**src/verilog/mem_test_pkg.sv**
```systemverilog
`default_nettype none

package mem_test_pkg;

  // app interface widths
  localparam int addr_width = 28;
  localparam int data_width = 128;

  // one line per command, column units
  localparam logic [addr_width-1:0] addr_step = addr_width'(8);

  // wishbone port
  localparam int wb_adr_width = 3;
  localparam int wb_data_width = 32;

  // register word indices
  localparam logic [wb_adr_width-1:0] reg_ctrl = 3'd0;
  localparam logic [wb_adr_width-1:0] reg_base = 3'd1;
  localparam logic [wb_adr_width-1:0] reg_count = 3'd2;
  localparam logic [wb_adr_width-1:0] reg_seed = 3'd3;
  localparam logic [wb_adr_width-1:0] reg_status = 3'd4;
  localparam logic [wb_adr_width-1:0] reg_err_count = 3'd5;
  localparam logic [wb_adr_width-1:0] reg_fail_addr = 3'd6;

  // reads in flight, counter wide enough to hold the limit itself
  localparam int out_width = 3;
  localparam logic [out_width-1:0] max_outstanding = 3'd4;

  typedef enum logic [2:0] {
    app_cmd_write = 3'd0,
    app_cmd_read  = 3'd1
  } app_cmd_e;

  typedef enum logic [2:0] {
    seq_idle,
    seq_write,
    seq_read,
    seq_drain,
    seq_done
  } seq_state_e;

  // word3 = addr ^ seed, then ~word3, word3 + 1, ~(word3 + 1)
  function automatic logic [data_width-1:0] pattern(input logic [addr_width-1:0] addr,
                                                   input logic [31:0] seed);
    logic [31:0] word;
    logic [31:0] word_inc;
    word = {{(32 - addr_width){1'b0}}, addr} ^ seed;
    word_inc = word + 32'd1;
    return {word, ~word, word_inc, ~word_inc};
  endfunction

endpackage

`default_nettype wire
```
**src/verilog/mem_tester_top.sv**
```systemverilog
`default_nettype none

module mem_tester_top (
  input  logic                                     clk,
  input  logic                                     reset,
  input  logic                                     wb_cyc,
  input  logic                                     wb_stb,
  input  logic                                     wb_we,
  input  logic [mem_test_pkg::wb_adr_width-1:0]    wb_adr,
  input  logic [mem_test_pkg::wb_data_width-1:0]   wb_dat_w,
  output logic [mem_test_pkg::wb_data_width-1:0]   wb_dat_r,
  output logic                                     wb_ack,
  output logic                                     app_en,
  output logic [2:0]                               app_cmd,
  output logic [mem_test_pkg::addr_width-1:0]      app_addr,
  input  logic                                     app_rdy,
  output logic                                     app_wdf_wren,
  output logic                                     app_wdf_end,
  output logic [mem_test_pkg::data_width-1:0]      app_wdf_data,
  input  logic                                     app_wdf_rdy,
  input  logic                                     app_rd_data_valid,
  input  logic [mem_test_pkg::data_width-1:0]      app_rd_data
);

  // configuration and status
  logic start;
  logic busy;
  logic done;
  logic clear;
  logic [mem_test_pkg::addr_width-1:0] base_addr;
  logic [mem_test_pkg::wb_data_width-1:0] line_count;
  logic [mem_test_pkg::wb_data_width-1:0] seed;
  logic [mem_test_pkg::wb_data_width-1:0] err_count;
  logic [mem_test_pkg::addr_width-1:0] fail_addr;

  // sequencer to port handshakes
  logic cmd_valid;
  logic cmd_ready;
  mem_test_pkg::app_cmd_e cmd_code;
  logic [mem_test_pkg::addr_width-1:0] cmd_addr;
  logic wd_valid;
  logic wd_ready;
  logic [mem_test_pkg::data_width-1:0] wd_data;

  wb_ctrl_regs u_regs (
    .clk(clk), .reset(reset),
    .wb_cyc(wb_cyc), .wb_stb(wb_stb), .wb_we(wb_we), .wb_adr(wb_adr), .wb_dat_w(wb_dat_w),
    .busy(busy), .done(done), .err_count(err_count), .fail_addr(fail_addr),
    .wb_dat_r(wb_dat_r), .wb_ack(wb_ack), .start(start),
    .base_addr(base_addr), .line_count(line_count), .seed(seed)
  );

  test_sequencer u_seq (
    .clk(clk), .reset(reset), .start(start),
    .base_addr(base_addr), .line_count(line_count), .seed(seed),
    .cmd_ready(cmd_ready), .wd_ready(wd_ready), .rd_data_valid(app_rd_data_valid),
    .cmd_valid(cmd_valid), .cmd_code(cmd_code), .cmd_addr(cmd_addr),
    .wd_valid(wd_valid), .wd_data(wd_data), .busy(busy), .done(done), .clear(clear)
  );

  read_checker u_check (
    .clk(clk), .reset(reset), .clear(clear), .base_addr(base_addr), .seed(seed),
    .rd_data_valid(app_rd_data_valid), .rd_data(app_rd_data),
    .err_count(err_count), .fail_addr(fail_addr)
  );

  app_cmd_port u_port (
    .clk(clk), .reset(reset),
    .cmd_valid(cmd_valid), .cmd_code(cmd_code), .cmd_addr(cmd_addr),
    .wd_valid(wd_valid), .wd_data(wd_data), .app_rdy(app_rdy), .app_wdf_rdy(app_wdf_rdy),
    .cmd_ready(cmd_ready), .wd_ready(wd_ready),
    .app_en(app_en), .app_cmd(app_cmd), .app_addr(app_addr),
    .app_wdf_wren(app_wdf_wren), .app_wdf_end(app_wdf_end), .app_wdf_data(app_wdf_data)
  );

endmodule

`default_nettype wire

```
**src/verilog/app_cmd_port.sv**
```systemverilog
`default_nettype none

module app_cmd_port (
  input  logic                                     clk,
  input  logic                                     reset,
  input  logic                                     cmd_valid,
  input  mem_test_pkg::app_cmd_e                   cmd_code,
  input  logic [mem_test_pkg::addr_width-1:0]      cmd_addr,
  input  logic                                     wd_valid,
  input  logic [mem_test_pkg::data_width-1:0]      wd_data,
  input  logic                                     app_rdy,
  input  logic                                     app_wdf_rdy,
  output logic                                     cmd_ready,
  output logic                                     wd_ready,
  output logic                                     app_en,
  output logic [2:0]                               app_cmd,
  output logic [mem_test_pkg::addr_width-1:0]      app_addr,
  output logic                                     app_wdf_wren,
  output logic                                     app_wdf_end,
  output logic [mem_test_pkg::data_width-1:0]      app_wdf_data
);

  // register free now, or freed by the controller this cycle
  assign cmd_ready = !app_en || app_rdy;
  assign wd_ready = !app_wdf_wren || app_wdf_rdy;

  // single beat per command
  assign app_wdf_end = app_wdf_wren;

  // command channel
  always_ff @(posedge clk) begin
    if (reset) begin
      app_en <= 1'b0;
    end else if (cmd_valid && cmd_ready) begin
      app_en <= 1'b1;
    end else if (app_rdy) begin
      app_en <= 1'b0;
    end
  end

  always_ff @(posedge clk) begin
    if (cmd_valid && cmd_ready) begin
      app_cmd <= cmd_code;
      app_addr <= cmd_addr;
    end
  end

  // write data channel
  always_ff @(posedge clk) begin
    if (reset) begin
      app_wdf_wren <= 1'b0;
    end else if (wd_valid && wd_ready) begin
      app_wdf_wren <= 1'b1;
    end else if (app_wdf_rdy) begin
      app_wdf_wren <= 1'b0;
    end
  end

  always_ff @(posedge clk) begin
    if (wd_valid && wd_ready) begin
      app_wdf_data <= wd_data;
    end
  end

  cmd_held_on_stall: assert property (
    @(posedge clk) disable iff (reset)
    (app_en && !app_rdy) |=> (app_en && $stable(app_cmd) && $stable(app_addr))
  );

  wdf_held_on_stall: assert property (
    @(posedge clk) disable iff (reset)
    (app_wdf_wren && !app_wdf_rdy) |=> (app_wdf_wren && $stable(app_wdf_data))
  );

endmodule

`default_nettype wire

```
**src/verilog/read_checker.sv**
```systemverilog
`default_nettype none

module read_checker (
  input  logic                                     clk,
  input  logic                                     reset,
  input  logic                                     clear,
  input  logic [mem_test_pkg::addr_width-1:0]      base_addr,
  input  logic [mem_test_pkg::wb_data_width-1:0]   seed,
  input  logic                                     rd_data_valid,
  input  logic [mem_test_pkg::data_width-1:0]      rd_data,
  output logic [mem_test_pkg::wb_data_width-1:0]   err_count,
  output logic [mem_test_pkg::addr_width-1:0]      fail_addr
);

  logic [mem_test_pkg::addr_width-1:0] exp_addr;
  logic [mem_test_pkg::data_width-1:0] exp_data;
  logic mismatch;

  // reads return in issue order, so a local counter tracks the address
  assign exp_data = mem_test_pkg::pattern(exp_addr, seed);
  assign mismatch = rd_data_valid && (rd_data != exp_data);

  always_ff @(posedge clk) begin
    if (reset) begin
      exp_addr <= '0;
    end else if (clear) begin
      exp_addr <= base_addr;
    end else if (rd_data_valid) begin
      exp_addr <= exp_addr + mem_test_pkg::addr_step;
    end
  end

  always_ff @(posedge clk) begin
    if (reset || clear) begin
      err_count <= '0;
      fail_addr <= '0;
    end else if (mismatch) begin
      // zero count means this is the first failure of the run
      if (err_count == '0) begin
        fail_addr <= exp_addr;
      end
      // saturate
      if (err_count != '1) begin
        err_count <= err_count + 1'b1;
      end
    end
  end

endmodule

`default_nettype wire

```
**src/verilog/test_sequencer.sv**
```systemverilog
`default_nettype none

module test_sequencer (
  input  logic                                     clk,
  input  logic                                     reset,
  input  logic                                     start,
  input  logic [mem_test_pkg::addr_width-1:0]      base_addr,
  input  logic [mem_test_pkg::wb_data_width-1:0]   line_count,
  input  logic [mem_test_pkg::wb_data_width-1:0]   seed,
  input  logic                                     cmd_ready,
  input  logic                                     wd_ready,
  input  logic                                     rd_data_valid,
  output logic                                     cmd_valid,
  output mem_test_pkg::app_cmd_e                   cmd_code,
  output logic [mem_test_pkg::addr_width-1:0]      cmd_addr,
  output logic                                     wd_valid,
  output logic [mem_test_pkg::data_width-1:0]      wd_data,
  output logic                                     busy,
  output logic                                     done,
  output logic                                     clear
);

  mem_test_pkg::seq_state_e state;
  logic [mem_test_pkg::addr_width-1:0] addr;
  logic [mem_test_pkg::wb_data_width-1:0] remaining;
  logic [mem_test_pkg::out_width-1:0] outstanding;
  logic cmd_sent;
  logic wd_sent;
  logic cmd_fire;
  logic wd_fire;
  logic rd_fire;
  logic line_written;
  logic last_line;

  assign busy = state inside {mem_test_pkg::seq_write, mem_test_pkg::seq_read,
                              mem_test_pkg::seq_drain};
  assign done = (state == mem_test_pkg::seq_done);
  // checker restarts with the run
  assign clear = start && !busy;

  assign last_line = (remaining == 1);

  // valids come from registered state only
  assign cmd_valid = ((state == mem_test_pkg::seq_write) && !cmd_sent) ||
                     ((state == mem_test_pkg::seq_read) &&
                      (outstanding < mem_test_pkg::max_outstanding));
  assign wd_valid = (state == mem_test_pkg::seq_write) && !wd_sent;
  assign cmd_code = (state == mem_test_pkg::seq_read) ? mem_test_pkg::app_cmd_read
                                                      : mem_test_pkg::app_cmd_write;
  assign cmd_addr = addr;
  assign wd_data = mem_test_pkg::pattern(addr, seed);

  assign cmd_fire = cmd_valid && cmd_ready;
  assign wd_fire = wd_valid && wd_ready;
  assign rd_fire = cmd_fire && (state == mem_test_pkg::seq_read);
  // command and data of a line may go in different cycles
  assign line_written = (cmd_sent || cmd_fire) && (wd_sent || wd_fire);

  always_ff @(posedge clk) begin
    if (reset) begin
      outstanding <= '0;
    end else begin
      case ({rd_fire, rd_data_valid})
        2'b10: outstanding <= outstanding + 1'b1;
        2'b01: outstanding <= outstanding - 1'b1;
        default: ;
      endcase
    end
  end

  always_ff @(posedge clk) begin
    if (reset) begin
      state <= mem_test_pkg::seq_idle;
      addr <= '0;
      remaining <= '0;
      cmd_sent <= 1'b0;
      wd_sent <= 1'b0;
    end else begin
      case (state)
        mem_test_pkg::seq_idle, mem_test_pkg::seq_done: begin
          if (start) begin
            addr <= base_addr;
            remaining <= line_count;
            cmd_sent <= 1'b0;
            wd_sent <= 1'b0;
            // empty run goes straight to completion
            state <= (line_count == '0) ? mem_test_pkg::seq_drain : mem_test_pkg::seq_write;
          end
        end
        mem_test_pkg::seq_write: begin
          if (line_written) begin
            cmd_sent <= 1'b0;
            wd_sent <= 1'b0;
            if (last_line) begin
              addr <= base_addr;
              remaining <= line_count;
              state <= mem_test_pkg::seq_read;
            end else begin
              addr <= addr + mem_test_pkg::addr_step;
              remaining <= remaining - 1'b1;
            end
          end else begin
            if (cmd_fire) cmd_sent <= 1'b1;
            if (wd_fire) wd_sent <= 1'b1;
          end
        end
        mem_test_pkg::seq_read: begin
          if (cmd_fire) begin
            addr <= addr + mem_test_pkg::addr_step;
            remaining <= remaining - 1'b1;
            if (last_line) state <= mem_test_pkg::seq_drain;
          end
        end
        mem_test_pkg::seq_drain: begin
          if (outstanding == '0) state <= mem_test_pkg::seq_done;
        end
        default: state <= mem_test_pkg::seq_idle;
      endcase
    end
  end

endmodule

`default_nettype wire

```
**src/verilog/wb_ctrl_regs.sv**
```systemverilog
`default_nettype none

module wb_ctrl_regs (
  input  logic                                     clk,
  input  logic                                     reset,
  input  logic                                     wb_cyc,
  input  logic                                     wb_stb,
  input  logic                                     wb_we,
  input  logic [mem_test_pkg::wb_adr_width-1:0]    wb_adr,
  input  logic [mem_test_pkg::wb_data_width-1:0]   wb_dat_w,
  input  logic                                     busy,
  input  logic                                     done,
  input  logic [mem_test_pkg::wb_data_width-1:0]   err_count,
  input  logic [mem_test_pkg::addr_width-1:0]      fail_addr,
  output logic [mem_test_pkg::wb_data_width-1:0]   wb_dat_r,
  output logic                                     wb_ack,
  output logic                                     start,
  output logic [mem_test_pkg::addr_width-1:0]      base_addr,
  output logic [mem_test_pkg::wb_data_width-1:0]   line_count,
  output logic [mem_test_pkg::wb_data_width-1:0]   seed
);

  localparam int pad_width = mem_test_pkg::wb_data_width - mem_test_pkg::addr_width;

  logic req;
  logic [mem_test_pkg::wb_data_width-1:0] status;

  // new request only in the first cycle, ack drops the strobe decode
  assign req = wb_cyc && wb_stb && !wb_ack;

  assign status = {{(mem_test_pkg::wb_data_width - 3){1'b0}}, (err_count != '0), done, busy};

  always_ff @(posedge clk) begin
    if (reset) begin
      wb_ack <= 1'b0;
      start <= 1'b0;
      base_addr <= '0;
      line_count <= '0;
      seed <= '0;
    end else begin
      wb_ack <= req;
      // start ignored while a run is active
      start <= req && wb_we && (wb_adr == mem_test_pkg::reg_ctrl) && wb_dat_w[0] && !busy;
      if (req && wb_we) begin
        case (wb_adr)
          mem_test_pkg::reg_base: base_addr <= wb_dat_w[mem_test_pkg::addr_width-1:0];
          mem_test_pkg::reg_count: line_count <= wb_dat_w;
          mem_test_pkg::reg_seed: seed <= wb_dat_w;
          default: ;
        endcase
      end
    end
  end

  // read data lines up with ack
  always_ff @(posedge clk) begin
    if (req) begin
      case (wb_adr)
        mem_test_pkg::reg_ctrl: wb_dat_r <= {{(mem_test_pkg::wb_data_width - 1){1'b0}}, busy};
        mem_test_pkg::reg_base: wb_dat_r <= {{pad_width{1'b0}}, base_addr};
        mem_test_pkg::reg_count: wb_dat_r <= line_count;
        mem_test_pkg::reg_seed: wb_dat_r <= seed;
        mem_test_pkg::reg_status: wb_dat_r <= status;
        mem_test_pkg::reg_err_count: wb_dat_r <= err_count;
        mem_test_pkg::reg_fail_addr: wb_dat_r <= {{pad_width{1'b0}}, fail_addr};
        default: wb_dat_r <= '0;
      endcase
    end
  end

  ack_single_cycle: assert property (
    @(posedge clk) disable iff (reset) wb_ack |=> !wb_ack
  );

endmodule

`default_nettype wire

```
**config.mk**
```make
export PLATFORM = sky130hd
export DESIGN_NAME = mem_tester_top
export DESIGN_NICKNAME = d
export VERILOG_FILES = /design/src/verilog/mem_test_pkg.sv /design/src/verilog/mem_tester_top.sv /design/src/verilog/app_cmd_port.sv /design/src/verilog/read_checker.sv /design/src/verilog/test_sequencer.sv /design/src/verilog/wb_ctrl_regs.sv
export SDC_FILE = /design/constraint.sdc
export NUM_CORES = 1
export LEC_CHECK = 0
export BUFFER_PORTS_ARGS = -buffer_cell sky130_fd_sc_hd__buf_4
export CORE_MARGIN = 3
export CORE_UTILIZATION = 45
export DETAILED_ROUTE_END_ITERATION = 6
export HOLD_SLACK_MARGIN = 0.02
export PLACE_DENSITY = 0.72
export SYNTH_ARGS = -nofsm -noshare
export SYNTH_HDL_FRONTEND = slang
export SYNTH_HIERARCHICAL = 1
export SYNTH_SLANG_ARGS = --single-unit
```
**constraint.sdc**
```tcl
create_clock -name clk -period 11 [get_ports clk]
set_clock_uncertainty 0.05 [all_clocks]
set_input_delay 0 -clock clk [delete_from_list [all_inputs] [get_ports clk]]
set_output_delay 0 -clock clk [all_outputs]
set_load 0.01 [all_outputs]
```
Yosys cells after proc, flatten, opt, wreduce, memory -nomap -nowiden. Cells that the tools add are included.

Flip-flop bits (word level): 443. Latch bits: 0. RAM bits: 0. Memory bits (read-only): 0. Input bits: 171. Output and inout port bits: 195. Logic and storage cells: 142. Memories: 0.

Add/subtract/negate cells: 8. Multiply operators: 0. Div/mod/pow operators: 0. $lt $le $gt $ge: 1. Eq/ne operators: 23. Shift-type cells: 0. Multiplexer cells: 34. Bitwise gates (word level): 6. Reduce and logical (&&, ||, !) cells: 50.

Operators with widths (count): 32-bit one-hot mux with 7 select lines (1); 28-bit 2-to-1 mux (6); 32-bit 2-to-1 mux (4); 128-bit inequality test (1); 32-bit NOT (4); 32-bit by 1-bit adder with 32-bit output (second input constant) (3); 32-bit one-hot mux with 3 select lines (1); 28-bit one-hot mux with 3 select lines (1); 32-bit logical NOT (2); 28-bit by 32-bit bitwise XOR with 32-bit output (2); 28-bit by 4-bit adder with 28-bit output (second input constant) (2); 32-bit by 1-bit == test with 1-bit output (second input constant) (1); 32-bit inequality test (second input constant) (1); 32-bit nonzero test (1); 32-bit by 1-bit subtractor with 32-bit output (second input constant) (1); 3-bit 2-to-1 mux (6); 1-bit logical AND (15); 3-bit by 2-bit == test with 1-bit output (second input constant) (4); 3-bit == test (second input constant) (4); 3-bit one-hot mux with 4 select lines (1); 1-bit 2-to-1 mux (10); 2-bit AND reduction (5); 2-bit nonzero test (5); 3-bit logical NOT (3); 19 further kinds (38).

Logic depth before layout (Yosys ltp).
Depth in word-level cells: 8. Gate-level depth with buffers: 16. Mapped depth without buffers: 13.

Hierarchy. Netlist, hierarchy kept.

Modules (own cells, without submodules): read_checker (times used 1, cells each 929, area each 7314.5 µm², seq. area each 1761.7 µm²); test_sequencer (times used 1, cells each 751, area each 5562.8 µm², seq. area each 1361.3 µm²); wb_ctrl_regs (times used 1, cells each 624, area each 5515.3 µm², seq. area each 2842.7 µm²); app_cmd_port (times used 1, cells each 170, area each 4879.7 µm², seq. area each 4814.6 µm²).

Worst setup path after synthesis. OpenSTA, ideal clock, no wires.

Path type: reg2reg. Start: register u_seq.state[2]. End: register u_port/app_wdf_data[0] in the netlist's numbering, enable pin. Library setup time: 0.501 ns. Data arrival time: 3.822 ns. Required time: 10.449 ns. Slack: 6.626 ns. Stages on the path, launching flop included: 5. Buffers on the path: 2. Period minus slack after synthesis: 4.374 ns. Cell sequence: dfxtp_1 -> clkbuf_1 -> clkbuf_1 -> nor3_1 -> and2_1.

Cells in the longest elaborated chain, start to end: 3.

RTL lines: from (decl) (RTL line test_sequencer.sv:23) `mem_test_pkg::seq_state_e state;`; from (signal assigned) (RTL line test_sequencer.sv:73) `state <= mem_test_pkg::seq_idle;`; from (signal assigned) (RTL line test_sequencer.sv:87) `state <= (line_count == '0) ? mem_test_pkg::seq_drain : mem_test_pkg::seq_write;`; from (signal assigned) (RTL line test_sequencer.sv:97) `state <= mem_test_pkg::seq_read;`; 3-bit by 1-bit == test with 1-bit output (RTL line test_sequencer.sv:47) `assign wd_valid = (state == mem_test_pkg::seq_write) && !wd_sent;`; 1-bit logical AND (RTL line test_sequencer.sv:47); via wd_valid (RTL line mem_tester_top.sv:41) `logic wd_valid;`; 1-bit logical AND (RTL line app_cmd_port.sv:60) `if (wd_valid && wd_ready) begin`; to (signal assigned) (RTL line app_cmd_port.sv:61) `app_wdf_data <= wd_data;`; to (decl) (RTL line app_cmd_port.sv:20) `output logic [mem_test_pkg::data_width-1:0] app_wdf_data`.

The timed path passes the listed nets, and every way through them passes these cells. A chain may end at the register's enable or synchronous reset.

Final worst setup path.
Start: register u_check/exp_addr[5] in the netlist's numbering. End: register u_check/fail_addr[17] in the netlist's numbering.

Cells in the longest elaborated chain, start to end: 6. Elaborated cells on any way between the ends: 7. Those cells by class: 1 x add/sub; 1 x eq/ne; 3 x bitwise; 2 x reduce/logical.

RTL lines: from (decl) (RTL line read_checker.sv:15) `logic [mem_test_pkg::addr_width-1:0] exp_addr;`; from (signal assigned) (RTL line read_checker.sv:27) `exp_addr <= base_addr;`; from (signal assigned) (RTL line read_checker.sv:29) `exp_addr <= exp_addr + mem_test_pkg::addr_step;`; 28-bit by 32-bit bitwise XOR with 32-bit output * (RTL line mem_test_pkg.sv:47) `word = {{(32 - addr_width){1'b0}}, addr} ^ seed;`; 32-bit by 1-bit adder with 32-bit output (RTL line mem_test_pkg.sv:48) `word_inc = word + 32'd1;`; 32-bit NOT (RTL line mem_test_pkg.sv:49) `return {word, ~word, word_inc, ~word_inc};`; 128-bit inequality test * (RTL line read_checker.sv:21) `assign mismatch = rd_data_valid && (rd_data != exp_data);`; 1-bit logical AND * (RTL line read_checker.sv:21); 2-bit AND reduction (no source line) *; to (signal assigned) (RTL line read_checker.sv:40) `fail_addr <= exp_addr;`; to (decl) (RTL line read_checker.sv:12) `output logic [mem_test_pkg::addr_width-1:0] fail_addr`.

Mark *: on every way between the ends. The rest lies on a longest branch, timed or not.

==> impl_metrics.csv <==
group,metric,value,unit
power_and_ir_drop,seqPwrFrac,0.388,
global_route,antenna_found_initial,5,
worst_setup_path,cp_max_fo,61,
clocking,cts-root-buf,"clkbuf_16",
sta,slew_headroom,0.139,
worst_setup_path,start_kind,"register",
run_status,status,"complete, no violations",
layout,multi_input_area,0.0114,mm^2
sta,min_period_over_period,0.485,
die,die_x,233,um
synthesis,yosysTopAreaCell,"edfxtp_1",
worst_setup_path,crit_slowest_cell,"xor2_1",
die,start_util,0.460,
placement,io_buffers,365,
worst_setup_path,r2r_slack,5.67,ns
clocking,clock_path_buffers,3,
worst_setup_path,crit_family,"simple AND/OR/NAND/NOR gates",
synthesis,synth-edff-count,191,
global_route,gr-total-overflow,0,
synthesis,synth_area,0.0233,mm^2
route,first_iter_violations,2797,
sta,finalSetupTns,0,ns
worst_setup_path,path_buf_inv,2,
worst_setup_path,crit_chain,"xor2_1 > nand3_1 > nor3_1 > xor2_1 > a211oi_1 > o2111ai_1 > nor4_1 > and4_1 > buf_4 > nor4b_4 > buf_4 > mux2i_1",
clocking,clock_latency,0.59,ns
synthesis,synth_ff_type,"dfxtp_1",
layout,drive_gt1_frac,0.192,
min_path,hold_end,"u_regs/wb_dat_r[3]",
min_path,min_from,"wb_cyc",
die,rows,82,
global_route,grt_max_degree,89,
route,avgViaCountPerCell,6.03,
placement,dp_hpwl,62200,um
die,pin_count,366,
placement,gp_congestion,0.980,
global_route,track_usage,0.294,
route,antenna_left,0,
power_and_ir_drop,pwr-share-comb,0.307,
sta,rsz0062_at_grt,"false",
route,drtPass1Iterations,6,
layout,fin_nets,2986,
power_and_ir_drop,clockPowerShare,0.305,
sta,finalHoldWorstSlack,0.0804,ns
clocking,numCtsBuffers,46,
layout,final_cell_mix,"buf_4, nand2_1, dfxtp_1, a21oi_1, edfxtp_1",
sta,period_minus_slack,5.33,ns
layout,n_fill_cell,4371,
synthesis,ys_async_sr_fraction,0,
run,drv_cap,0,
worst_setup_path,crit_path_max_incr_delay,0.66,ns
worst_setup_path,r2r-start,"u_check/exp_addr[5]",
layout,ff_latch_area,0.0108,mm^2
worst_setup_path,reg2reg_depth,12,
route,drt-wirelength-per-cell,23.8,um
sta,drv_slew,0,
worst_setup_path,required,11.39,ns
clocking,clk_pin_slew,0.06,ns
route,finalWirelength,83900,um
layout,fin_util,0.562,
layout,final_common_cell,"buf_4",
die,core_area,0.0506,mm^2
synthesis,yosysTopAreaCellShare,0.246,
synthesis,ys_warn_count,6,
synthesis,synthDistinctLibCells,105,
synthesis,netlist_instances,2474,
clocking,cts_setup_buffers,0,
synthesis,ys_ff_latch,443,
sta,clock.fmax,187,MHz
route,drc_errors,0,
power_and_ir_drop,p_leak,10.2,nW
worst_setup_path,worstSetupPathType,"register to register",
power_and_ir_drop,vdd_drop_max,0.135,mV
min_path,hold-path-cell-count,4,
synthesis,synth_area_leaders,"edfxtp_1, dfxtp_1, nand2_1",
synthesis,syn_avg_cell_area,9.41,um^2
die,dieArea,0.0545,mm^2
power_and_ir_drop,sw_frac_of_total,0.349,
clocking,ctsHtreeMaxLevel,2,
worst_setup_path,cp-end-kind,"register",
sta,setup_viol,0,
worst_setup_path,r2r-end,"u_check/fail_addr[17]",
power_and_ir_drop,p_sw,0.00192,W
layout,area_delta_synth_final,22.2,%
min_path,hold_path.class,"input pin to register",
clocking,tritoncts,"built",
synthesis,ys_seq_area_frac,0.463,
route,num_vias,21200,
global_route,first_global_vias,19600,
global_route,grt_pass1_wl,122000,um
sta,hold_violations,0,
power_and_ir_drop,internal-power,0.00359,W
die,die_y,233,um
power_and_ir_drop,powerDensity,194,mW/mm^2
worst_setup_path,arrival,5.73,ns
clocking,cts.sinks,443,
sta,max_slew.worst_pin.slew,1.29,ns
==> cell usage after synthesis, types with 7 or more instances <==
master      n
and4_1     13
o22ai_1    17
or3_1      28
a21oi_1   223
o32ai_1    17
a211oi_1   13
edfxtp_1  191
xor2_1     65
xnor2_1   128
nand3_1    63
inv_1      88
a31oi_1    16
nor3_1     47
o211ai_1   16
and3_1     31
o21ai_0    46
clkbuf_1   80
nand2_1   356
buf_2      41
mux2_2     17
nand4_1    52
xnor3_1    11
a221oi_1   39
nor2b_1    18
or4_1      41
buf_4      20
buf_6       9
nor4_1     63
o31ai_1    17
nor3b_1     8
ha_1        9
and2_1     12
buf_1       7
nand3b_1    8
nor2_1    164
mux2i_1    79
dfxtp_1   252
nand2b_1   16
==> final cells by class <==
| class | instances | area share |
|---|---|---|
| inverters | 91 | 0.0120 |
| clock buffers | 56 | 0.0425 |
| repair buffers | 442 | 0.121 |
| clock inverters | 30 | 0.0154 |
| well taps | 672 | 0.0296 |
| diodes | 5 | 0.000440 |
| flip-flops and latches | 443 | 0.379 |
| multi-input cells | 1781 | 0.400 |
==> worst max-delay path by stage <==
stage | startpoint | end | slack [ns] | cells after the start
finish | u_check/exp_addr[5] | u_check/fail_addr[17] | 5.67 | 12
detailed placement | u_check/exp_addr[5] | u_check/fail_addr[17] | 5.93 | 12
CTS | u_check/exp_addr[5] | u_check/fail_addr[9] | 5.88 | 12
global route | u_regs/seed[4] | u_check/fail_addr[17] | 5.41 | 12
floorplan | u_seq/state[2] | u_port/app_wdf_data[0] | 6.63 | 4
global placement | u_check/exp_addr[5] | u_check/fail_addr[21] | 6.02 | 12
==> flip-flops by register name, indices dropped and copies added, names as in the netlist, 28 cells and up <==
signal	count
u_check/fail_addr	28
u_seq/remaining	32
u_regs/wb_dat_r	32
u_check/err_count	32
u_seq/cmd_addr	28
u_regs/line_count	32
u_port/app_addr	28
u_regs/base_addr	28
u_port/app_wdf_data	128
u_check/exp_addr	28
u_regs/seed	32
==> stage by stage <==
stage / power (W) / setup WS (ns) / instance area [um^2] / cells
floorplan: 0.00324 / 6.63 / 23300 / 2475
global placement: 0.00377 / 6.02 / 26300 / 3381
detailed placement: 0.00381 / 5.93 / 26300 / 3381
CTS: 0.00549 / 5.88 / 28400 / 3515
global route: 0.00573 / 5.41 / 28400 / 3517
finish: 0.00551 / 5.67 / 28400 / 3520
==> what timing repair did <==
action / in CTS / in global routing
hold buffers: 48 / 0
resized for setup: 0 / 0
hold endpoints to repair: 128 / 0
==> per-layer routing <==
layer  GRT usage  vias up  wire length (um)
met1       0.411    10200             34500
met4      0.0964        2              2990
met2       0.455     1233             37700
met3      0.0645      170              8810
met5           0        -                 7
li1            -     9659                 -
==> kinds of logic (layout without fill, tap and decap cells) <==
family	Yosys count	after routing	synth area share
AOI/OAI and AO/OA	494	494	0.137
xor gates and xnor gates	209	209	0.0871
adders and majority gates	10	10	0.00570
buffers and inverters	251	619	0.0498
DFF	443	443	0.463
muxes	96	96	0.0422
other	1	7	0.000161
and+or+nand+nor	970	970	0.215
==> power by group through the flow <==
stage	combinational [W]	sequential, W	clock [W]
2_1_floorplan	0.00105	0.00220	0
3_3_place_gp	0.00161	0.00216	0
3_5_place_dp	0.00164	0.00217	0
4_1_cts	0.00166	0.00213	0.00170
5_1_grt	0.00181	0.00216	0.00177
6_report	0.00169	0.00214	0.00168
==> tightest hold or removal path: cells and delay by family <==
family / cells / cell delay [ns]
buffers and inverters: 2 / 0.36
and+or+nand+nor: 2 / 0.13
(Power assumes the default switching activity.)
